File: config.mk
export PLATFORM = sky130hd
export DESIGN_NAME = sample_discriminator
export DESIGN_NICKNAME = d
export VERILOG_FILES = /design/src/disc_pkg.sv /design/src/channel_discriminator.sv /design/src/sample_discriminator.sv /design/src/threshold_config.sv /design/src/timestamp_merger.sv
export SDC_FILE = /design/constraint.sdc
export NUM_CORES = 1
export LEC_CHECK = 0
export BUFFER_PORTS_ARGS = -buffer_cell sky130_fd_sc_hd__buf_2
export CAP_MARGIN = 20
export CORE_MARGIN = 2
export CORE_UTILIZATION = 55
export DETAILED_ROUTE_END_ITERATION = 10
export PLACE_DENSITY_LB_ADDON = 0.25
export SYNTH_ARGS = -nofsm -noshare
export SYNTH_HDL_FRONTEND = slang
export SYNTH_SLANG_ARGS = --single-unit
File: constraint.sdc
create_clock -name clk -period 9.3 [get_ports clk]
set_input_delay 1.86 -clock clk [delete_from_list [all_inputs] [get_ports clk]]
set_output_delay 1.86 -clock clk [all_outputs]
set_load 0.05 [all_outputs]
File: src/disc_pkg.sv
`default_nettype none

package disc_pkg;

  // channel count and sample geometry
  localparam int n_channels = 2;
  localparam int sample_width = 16;
  localparam int parallel_samples = 4;

  // the index counts words passed downstream, the timer counts every input word
  localparam int index_width = 14;
  localparam int timer_width = 34;

  // width of the channel tag on the merged timestamp output
  localparam int chan_width = 1;

  // entries in each per-channel timestamp queue of the merger
  localparam int stamp_queue_depth = 2;
  localparam int stamp_ptr_width = $clog2(stamp_queue_depth);
  localparam int stamp_count_width = $clog2(stamp_queue_depth + 1);

  typedef logic signed [sample_width-1:0] sample_t;

  // one parallel word holds sample 0 in the low bits
  typedef sample_t [parallel_samples-1:0] sample_word_t;

  typedef struct packed {
    sample_t high;
    sample_t low;
  } threshold_t;

  typedef threshold_t [n_channels-1:0] threshold_bank_t;

  typedef struct packed {
    logic [timer_width-1:0] timer;
    logic [index_width-1:0] index;
  } stamp_t;

  typedef struct packed {
    logic [chan_width-1:0] chan;
    stamp_t stamp;
  } tagged_stamp_t;

  // command codes of the stimulus file, named here so the testbench and
  // the pattern file agree on them
  typedef enum logic [2:0] {
    cmd_config,
    cmd_word,
    cmd_reset_state,
    cmd_idle,
    cmd_check
  } pattern_cmd_t;

endpackage

`default_nettype wire

File: src/channel_discriminator.sv
`timescale 1ns/1ps
`default_nettype none

module channel_discriminator (
  input  logic                    clk,
  input  logic                    reset,
  input  logic                    reset_state,
  input  logic                    in_valid,
  input  disc_pkg::sample_word_t  in_word,
  input  disc_pkg::threshold_t    threshold,
  output logic                    out_valid,
  output disc_pkg::sample_word_t  out_word,
  output logic                    stamp_valid,
  output disc_pkg::stamp_t        stamp
);

  logic any_high;
  logic all_low;
  logic next_high;
  logic is_high;
  logic [disc_pkg::timer_width-1:0] timer;
  logic [disc_pkg::index_width-1:0] index;

  // signed compares of every sample in the word against both thresholds
  always_comb begin
    any_high = 1'b0;
    all_low = 1'b1;
    for (int i = 0; i < disc_pkg::parallel_samples; i++) begin
      if ($signed(in_word[i]) >= $signed(threshold.high)) begin
        any_high = 1'b1;
      end
      if ($signed(in_word[i]) >= $signed(threshold.low)) begin
        all_low = 1'b0;
      end
    end
  end

  // a sample at or above high wins even when the thresholds are inverted,
  // otherwise the state only drops when the whole word is below low
  always_comb begin
    if (any_high) begin
      next_high = 1'b1;
    end else if (all_low) begin
      next_high = 1'b0;
    end else begin
      next_high = is_high;
    end
  end

  always_ff @(posedge clk) begin
    if (reset) begin
      is_high <= 1'b0;
      timer <= '0;
      index <= '0;
      out_valid <= 1'b0;
      stamp_valid <= 1'b0;
    end else begin
      // the word of this cycle is still judged against the old state,
      // even when reset_state arrives together with it
      out_valid <= in_valid && next_high;
      stamp_valid <= in_valid && next_high && !is_high;
      if (reset_state) begin
        is_high <= 1'b0;
        timer <= '0;
        index <= '0;
      end else if (in_valid) begin
        is_high <= next_high;
        timer <= timer + 1'b1;
        if (next_high) begin
          index <= index + 1'b1;
        end
      end
    end
  end

  // the stamp carries the counts from before this word
  always_ff @(posedge clk) begin
    if (in_valid) begin
      out_word <= in_word;
      stamp.timer <= timer;
      stamp.index <= index;
    end
  end

endmodule

`default_nettype wire

File: src/sample_discriminator.sv
`timescale 1ns/1ps
`default_nettype none

module sample_discriminator (
  input  logic                                          clk,
  input  logic                                          reset,
  input  logic                                          cfg_valid,
  input  disc_pkg::threshold_bank_t                     cfg_thresholds,
  input  logic                                          reset_state,
  input  logic [disc_pkg::n_channels-1:0]               in_valid,
  input  disc_pkg::sample_word_t [disc_pkg::n_channels-1:0] in_words,
  output logic [disc_pkg::n_channels-1:0]               out_valid,
  output disc_pkg::sample_word_t [disc_pkg::n_channels-1:0] out_words,
  output logic                                          ts_valid,
  output disc_pkg::tagged_stamp_t                       ts_data
);

  disc_pkg::threshold_bank_t thresholds;
  logic [disc_pkg::n_channels-1:0] stamp_valid;
  disc_pkg::stamp_t [disc_pkg::n_channels-1:0] stamps;

  threshold_config config0 (
    .clk,
    .reset,
    .cfg_valid,
    .cfg_thresholds,
    .thresholds
  );

  // one discriminator per channel, each with its own threshold pair
  for (genvar ch = 0; ch < disc_pkg::n_channels; ch++) begin : g_chan
    channel_discriminator disc (
      .clk,
      .reset,
      .reset_state,
      .in_valid    (in_valid[ch]),
      .in_word     (in_words[ch]),
      .threshold   (thresholds[ch]),
      .out_valid   (out_valid[ch]),
      .out_word    (out_words[ch]),
      .stamp_valid (stamp_valid[ch]),
      .stamp       (stamps[ch])
    );
  end

  timestamp_merger merger0 (
    .clk,
    .reset,
    .stamp_valid,
    .stamps,
    .ts_valid,
    .ts_data
  );

endmodule

`default_nettype wire

File: src/threshold_config.sv
`timescale 1ns/1ps
`default_nettype none

module threshold_config (
  input  logic                       clk,
  input  logic                       reset,
  input  logic                       cfg_valid,
  input  disc_pkg::threshold_bank_t  cfg_thresholds,
  output disc_pkg::threshold_bank_t  thresholds
);

  disc_pkg::threshold_bank_t bank;

  // all channels take their new pair on the same edge, so a word seen in
  // the cycle after the strobe already compares against the new values
  always_ff @(posedge clk) begin
    if (reset) begin
      bank <= '0;
    end else if (cfg_valid) begin
      bank <= cfg_thresholds;
    end
  end

  assign thresholds = bank;

endmodule

`default_nettype wire

File: src/timestamp_merger.sv
`timescale 1ns/1ps
`default_nettype none

module timestamp_merger (
  input  logic                                    clk,
  input  logic                                    reset,
  input  logic [disc_pkg::n_channels-1:0]         stamp_valid,
  input  disc_pkg::stamp_t [disc_pkg::n_channels-1:0] stamps,
  output logic                                    ts_valid,
  output disc_pkg::tagged_stamp_t                 ts_data
);

  disc_pkg::stamp_t q_mem [disc_pkg::n_channels][disc_pkg::stamp_queue_depth];
  logic [disc_pkg::stamp_ptr_width-1:0] q_wr [disc_pkg::n_channels];
  logic [disc_pkg::stamp_ptr_width-1:0] q_rd [disc_pkg::n_channels];
  logic [disc_pkg::stamp_count_width-1:0] q_count [disc_pkg::n_channels];

  logic [disc_pkg::chan_width-1:0] last_chan;
  logic [disc_pkg::chan_width-1:0] sel_chan;
  logic sel_valid;

  // round robin starts with the channel after the one served last
  always_comb begin
    int cand;
    sel_valid = 1'b0;
    sel_chan = '0;
    for (int k = 1; k <= disc_pkg::n_channels; k++) begin
      cand = (int'(last_chan) + k) % disc_pkg::n_channels;
      if (!sel_valid && q_count[cand] != '0) begin
        sel_valid = 1'b1;
        sel_chan = disc_pkg::chan_width'(cand);
      end
    end
  end

  // head of the chosen queue goes straight out, one cycle after it was pushed
  assign ts_valid = sel_valid;
  assign ts_data.chan = sel_chan;
  assign ts_data.stamp = q_mem[sel_chan][q_rd[sel_chan]];

  for (genvar ch = 0; ch < disc_pkg::n_channels; ch++) begin : g_queue
    logic push;
    logic pop;

    assign push = stamp_valid[ch];
    assign pop = sel_valid && (sel_chan == ch);

    always_ff @(posedge clk) begin
      if (reset) begin
        q_wr[ch] <= '0;
        q_rd[ch] <= '0;
        q_count[ch] <= '0;
      end else begin
        if (push) begin
          q_wr[ch] <= q_wr[ch] + 1'b1;
        end
        if (pop) begin
          q_rd[ch] <= q_rd[ch] + 1'b1;
        end
        q_count[ch] <= q_count[ch] + push - pop;
      end
    end

    always_ff @(posedge clk) begin
      if (push) begin
        q_mem[ch][q_wr[ch]] <= stamps[ch];
      end
    end
  end

  always_ff @(posedge clk) begin
    if (reset) begin
      // channel 0 gets the first turn after reset
      last_chan <= disc_pkg::chan_width'(disc_pkg::n_channels - 1);
    end else if (sel_valid) begin
      last_chan <= sel_chan;
    end
  end

endmodule

`default_nettype wire
# Yosys cells after proc, flatten, opt, wreduce, memory -nomap -nowiden
# Memory sizes are Yosys's and may differ from the RTL's.
# Cells that the tools add are included.
[word_totals]
register_bits = 391
ram_bits = 200
input_bits = 198
out_inout_bits = 180
wordCells = 147
n_memories = 4
[mem_list]
columns = ["name", "depth", "word_bits", "rd", "rd_ports_with_merged_regs", "write_ports", "line_no", "rtl"]
rows = [
  ["merger0.q_mem", 2, 96, 1, 0, 2, "timestamp_merger.sv:13", "disc_pkg::stamp_t q_mem [disc_pkg::n_channels][disc_pkg::stamp_queue_depth];"],
  ["merger0.q_count", 2, 2, 4, 0, 2, "timestamp_merger.sv:16", "logic [disc_pkg::stamp_count_width-1:0] q_count [disc_pkg::n_channels];"],
  ["merger0.q_rd", 2, 1, 3, 0, 2, "timestamp_merger.sv:15", "logic [disc_pkg::stamp_ptr_width-1:0] q_rd [disc_pkg::n_channels];"],
  ["merger0.q_wr", 2, 1, 2, 0, 2, "timestamp_merger.sv:14", "logic [disc_pkg::stamp_ptr_width-1:0] q_wr [disc_pkg::n_channels];"],
]
[classes]
n_addsub = 14
magnitude_cmp = 21
mux = 54
n_bitwise = 10
reduce_logical = 17
[ops]
columns = ["cell", "n"]
rows = [
  ["$ge 16x16->1", 16],
  ["$mux 48", 5],
  ["$mux 96", 2],
  ["$demux 48 s1", 2],
  ["$add 34x1->34 const B", 2],
  ["$mux 1", 43],
  ["$add 14x1->14 const B", 2],
  ["$logic_and 1x1->1", 9],
  ["$add 1x1->1 const B", 6],
  ["$ge 2x2->1 const B", 3],
  ["$not 1->2", 3],
  ["$or 1x1->1", 6],
  ["$add 2x1->2", 2],
  ["$lt 2x1->1 const B", 2],
  ["$mux 2", 2],
  ["$reduce_and 2->1", 2],
  ["$reduce_bool 2->1", 2],
  ["$sub 2x1->2", 2],
  ["$logic_not 1->1", 3],
  ["$reduce_or 2->1", 1],
  ["$not 1->1", 1],
]

# Logic depth before layout (Yosys ltp)
# An unclocked memory read counts as a cell.
[logic_depth]
word_depth = 13
ltp_mapped = 13
depth_no_buf = 11

# Hierarchy
# A second synthesis with hierarchy kept.
[hier_totals]
hier_cells = 2146
hier_area_um2 = 27637.8
[by_module_without_submodules]
columns = ["module", "instances", "cells_per_inst", "area_per_inst_um2", "seq_area_each_um2"]
rows = [
  ["channel_discriminator at g_chan[0].disc", 1, 766, 8757.1, 4384.2],
  ["channel_discriminator at g_chan[1].disc", 1, 764, 8688.3, 4384.2],
  ["timestamp_merger", 1, 410, 7901.3, 6005.8],
  ["threshold_config", 1, 206, 2290.9, 1281.2],
]

# Worst setup path before layout
# Ideal clock, no wire load.
[synth_path]
path_type = "in2reg"
startpoint = "input in_words[29] (netlist bit)"
endpoint = "register g_chan[0].disc.index[2] (netlist bit)"
setup_ns = 0.128
arrival_time_ns = 4.325
required_time_ns = 9.172
setup_slack_ns = 4.847
path_stages = 11
path_buffers = 1
cell_sequence = "ha_1 -> a21o_1 -> a31oi_1 -> o31ai_1 -> a211oi_1 -> mux2_2 -> o41ai_1 -> clkbuf_1 -> a21boi_0 -> xnor2_1 -> nor2_1"
[synth_via]
elab_chain_len = 7
word_cells_on_any_way = 11
classes_between = "2 x order compare; 8 x mux; 1 x reduce/logical"
[synth_rtl]
columns = ["element", "line_no", "rtl"]
rows = [
  ["start, declared", "sample_discriminator.sv:11", "input disc_pkg::sample_word_t [disc_pkg::n_channels-1:0] in_words,"],
  ["$ge 16x16->1", "channel_discriminator.sv:32", "if ($signed(in_word[i]) >= $signed(threshold.low)) begin"],
  ["$mux 1 (3 in series)", "channel_discriminator.sv:32", ""],
  ["$mux 1", "channel_discriminator.sv:43", "end else if (all_low) begin"],
  ["$mux 1 (*)", "channel_discriminator.sv:41", "if (any_high) begin"],
  ["$reduce_and 2->1 (no line) (*)", "n/a", ""],
  ["end signal, assigned", "channel_discriminator.sv:70", "index <= index + 1'b1;"],
  ["end, declared", "channel_discriminator.sv:22", "logic [disc_pkg::index_width-1:0] index;"],
]
# Mark *: on every way between the ends. The rest lies on a longest branch, timed or not.
# A chain may end at the register's enable or synchronous reset.

==> impl_metrics.ini <==
[outcome]
status = complete, no violations

[global_route]
grt_pass1_wl_um = 103000
grt_pass1_vias = 18600
grtUsageTotal_pct = 26.6
grt_start_max_net_pins = 101
overflow = 0
antenna_found_initial = 15

[finish]
nets = 3002
final_cell_mix = edfxtp_1 (420), buf_2 (373), ha_1 (264)
final_common_cell = edfxtp_1
fin_area_mm2 = 0.0318
synthToLayoutAreaGrowth_pct = 17.5
post-route-util_pct = 65.2
drive_above_1_share_pct = 19.8
fin_cells = 3256

[job]
cap_violations = 0

[setup_path]
cpPeakStageDelay_ns = 0.93
cp.required_ns = 7.44
cp.arrival_ns = 3.11
crit_buf_inv = 2
end_kind = primary output
crit_path_max_fanout = 72
start_kind = flip-flop
slowest_stage = edfxtp_1
crit_family = buffers and inverters
critPathKind = flip-flop to primary output
cp_cell_sequence = buf_4, a211oi_1, a21oi_1, buf_2

[clock_network]
cts_max_path_buffers = 3
clock-root-buffer = clkbuf_16
cts_resized = 0
clkTransAtPathRegs_ns = 0.06
cts.htree.levels = 2
cts_setup_buffers = 0
clk_latency_ns = 0.63
cts_buffers = 57
clock-sinks = 592
postCtsHoldBufs = 0
cts_tree = built

[placed_design]
dp.cells = 3144
hpwl_um = 50300
gp_congestion = 0.945
pre_cts_ws_ns = 3.84
io_buffers = 377
placed_cell_area_mm2 = 0.0297

[sta]
hold_viol_final = 0
max_slew_margin_pct = 25.1
clock.fmax_mhz = 201
skew_ns = 0.0223
finalSetupTns_ns = 0
period_needed_ns = 4.97
setup_viol = 0
rsz0062_at_grt = false
tightest_slew_ns = 1.12
timing.final.crit_share_pct = 53.4
hold_ws_ns = 0.440
drv_slew = 0
fin_ws_ns = 4.33

[floorplan]
io_pins = 378
start_util_pct = 55.4
die_area_mm2 = 0.0509
core.rowCount = 81
die_h_um = 226
core-area_mm2 = 0.0487
fp.dieW_um = 226

[synth]
synth_seq_cells = 592
syn_nets = 2611
synth_cell_type_count = 57
seq_area_frac_synth_pct = 59.4
synthCells = 2149
synth_edf_count = 420
async_flop_share_pct = 0
ys_warn_count = 0
synth_ff_type = edfxtp_1
syn_area_mm2 = 0.0270
synth.avg_cell_area_um2 = 12.6

[detailed_routing]
drt_iter0_drc = 1303
routed_wl_um = 68200
ant_nets = 0
vias = 18600
post_drt_via_cell_ratio = 5.72
first_pass_iters = 5
drc = 0
wire_per_inst_um = 20.9

[worst_hold_path]
hold_class = flip-flop to flip-flop

[pwr]
p_total_mw = 7.39
powerDensity_mw_per_mm2 = 233
p_leak_nw = 12.6
max-vdd-ir-drop_v = 0.000164
==> worst paths after layout <==
path	from	endpoint	slack, ns	cells past startpoint
setup / recovery	merger0.q_rd[0]	ts_data[3]	4.33	4
hold / removal	g_chan[0].disc.index[13]	g_chan[0].disc.stamp[13]	0.44	0
setup reg to reg	config0.thresholds[47]	g_chan[1].disc.index[1]	5.16	11
hold reg to reg	g_chan[0].disc.index[13]	g_chan[0].disc.stamp[13]	0.44	0
==> flip-flops by register name, indices dropped and copies added, names as in the netlist, named ones only <==
name and cells:
config0.thresholds 64, g_chan.disc.index 28, g_chan.disc.is_high 2, g_chan.disc.out_valid 2, g_chan.disc.out_word 128, g_chan.disc.stamp 96
g_chan.disc.stamp_valid 2, g_chan.disc.timer 68, merger0.last_chan 1, merger0.q_count 4, merger0.q_mem 192, merger0.q_rd 2
merger0.q_wr 2
==> cells in the mapped netlist, types with 11 or more instances <==
master    count  area (µm²)
o21a_1       11        82.6
nand4_1      60         375
nand3_1      38         190
dfxtp_1     172        3440
nor3_1       17        85.1
nand2b_1     11        68.8
a21oi_1     172         861
edfxtp_1    420       12600
nor2_1      174         653
nand2_1      97         364
mux2i_1     120        1200
and3_1       25         156
xnor2_1      36         315
and4_1       17         149
a211oi_1     58         435
inv_1        92         345
nor4_1       13        81.3
nor2b_1      76         475
a21o_1       34         255
o21ai_0      36         180
clkbuf_1     53         199
xor2_1       35         307
o211ai_1     14         105
or3_1        14        87.6
ha_1        264        3300
and2_1       11        68.8
==> worst register-to-register path: stages (launching register included) <==
cell and delay [ns]:
dfxtp_1 0.34, inv_1 0.17, ha_1 0.40, nand4_1 0.17
nor4_1 0.47, a21boi_0 0.30, or3_1 0.16, o2111ai_1 0.19
o31ai_1 0.89, nand2_1 0.47, nand2_1 0.29, mux2i_1 0.23
==> cells by family after synthesis <==
group,count (synthesis),synth area share [%]
xor gates and xnor gates,71,2.30
adders and majority gates,264,12.2
muxes,123,4.57
and+or+nand+nor,569,10.6
DFF,592,59.4
buffers and inverters,154,2.18
AOI/OAI and AO/OA,376,8.73
==> layout make-up <==
cell class	count	area, µm²
clock inverter	41	567
fill	3621	17000
timing repair buffer	394	2040
sequential	592	16100
multi-input combinational	1403	10400
tap	664	831
inverter	92	345
clock buffer	66	1490
antenna	4	10.0
==> layer usage <==
| metal | GRT usage, % | part of all wire, % |
|---|---|---|
| met1 | 33.3 | 41 |
| met2 | 45.6 | 49 |
| met3 | 6.14 | 6.8 |
| met4 | 8.74 | 3.2 |
| met5 | 0 | 0.24 |
==> power breakdown <==
group	internal, mW	switching, mW
clock	1.49	0.998
combinational	0.502	1.39
sequential	2.94	0.0610
total	4.94	2.45
(Power assumes the default switching activity.)
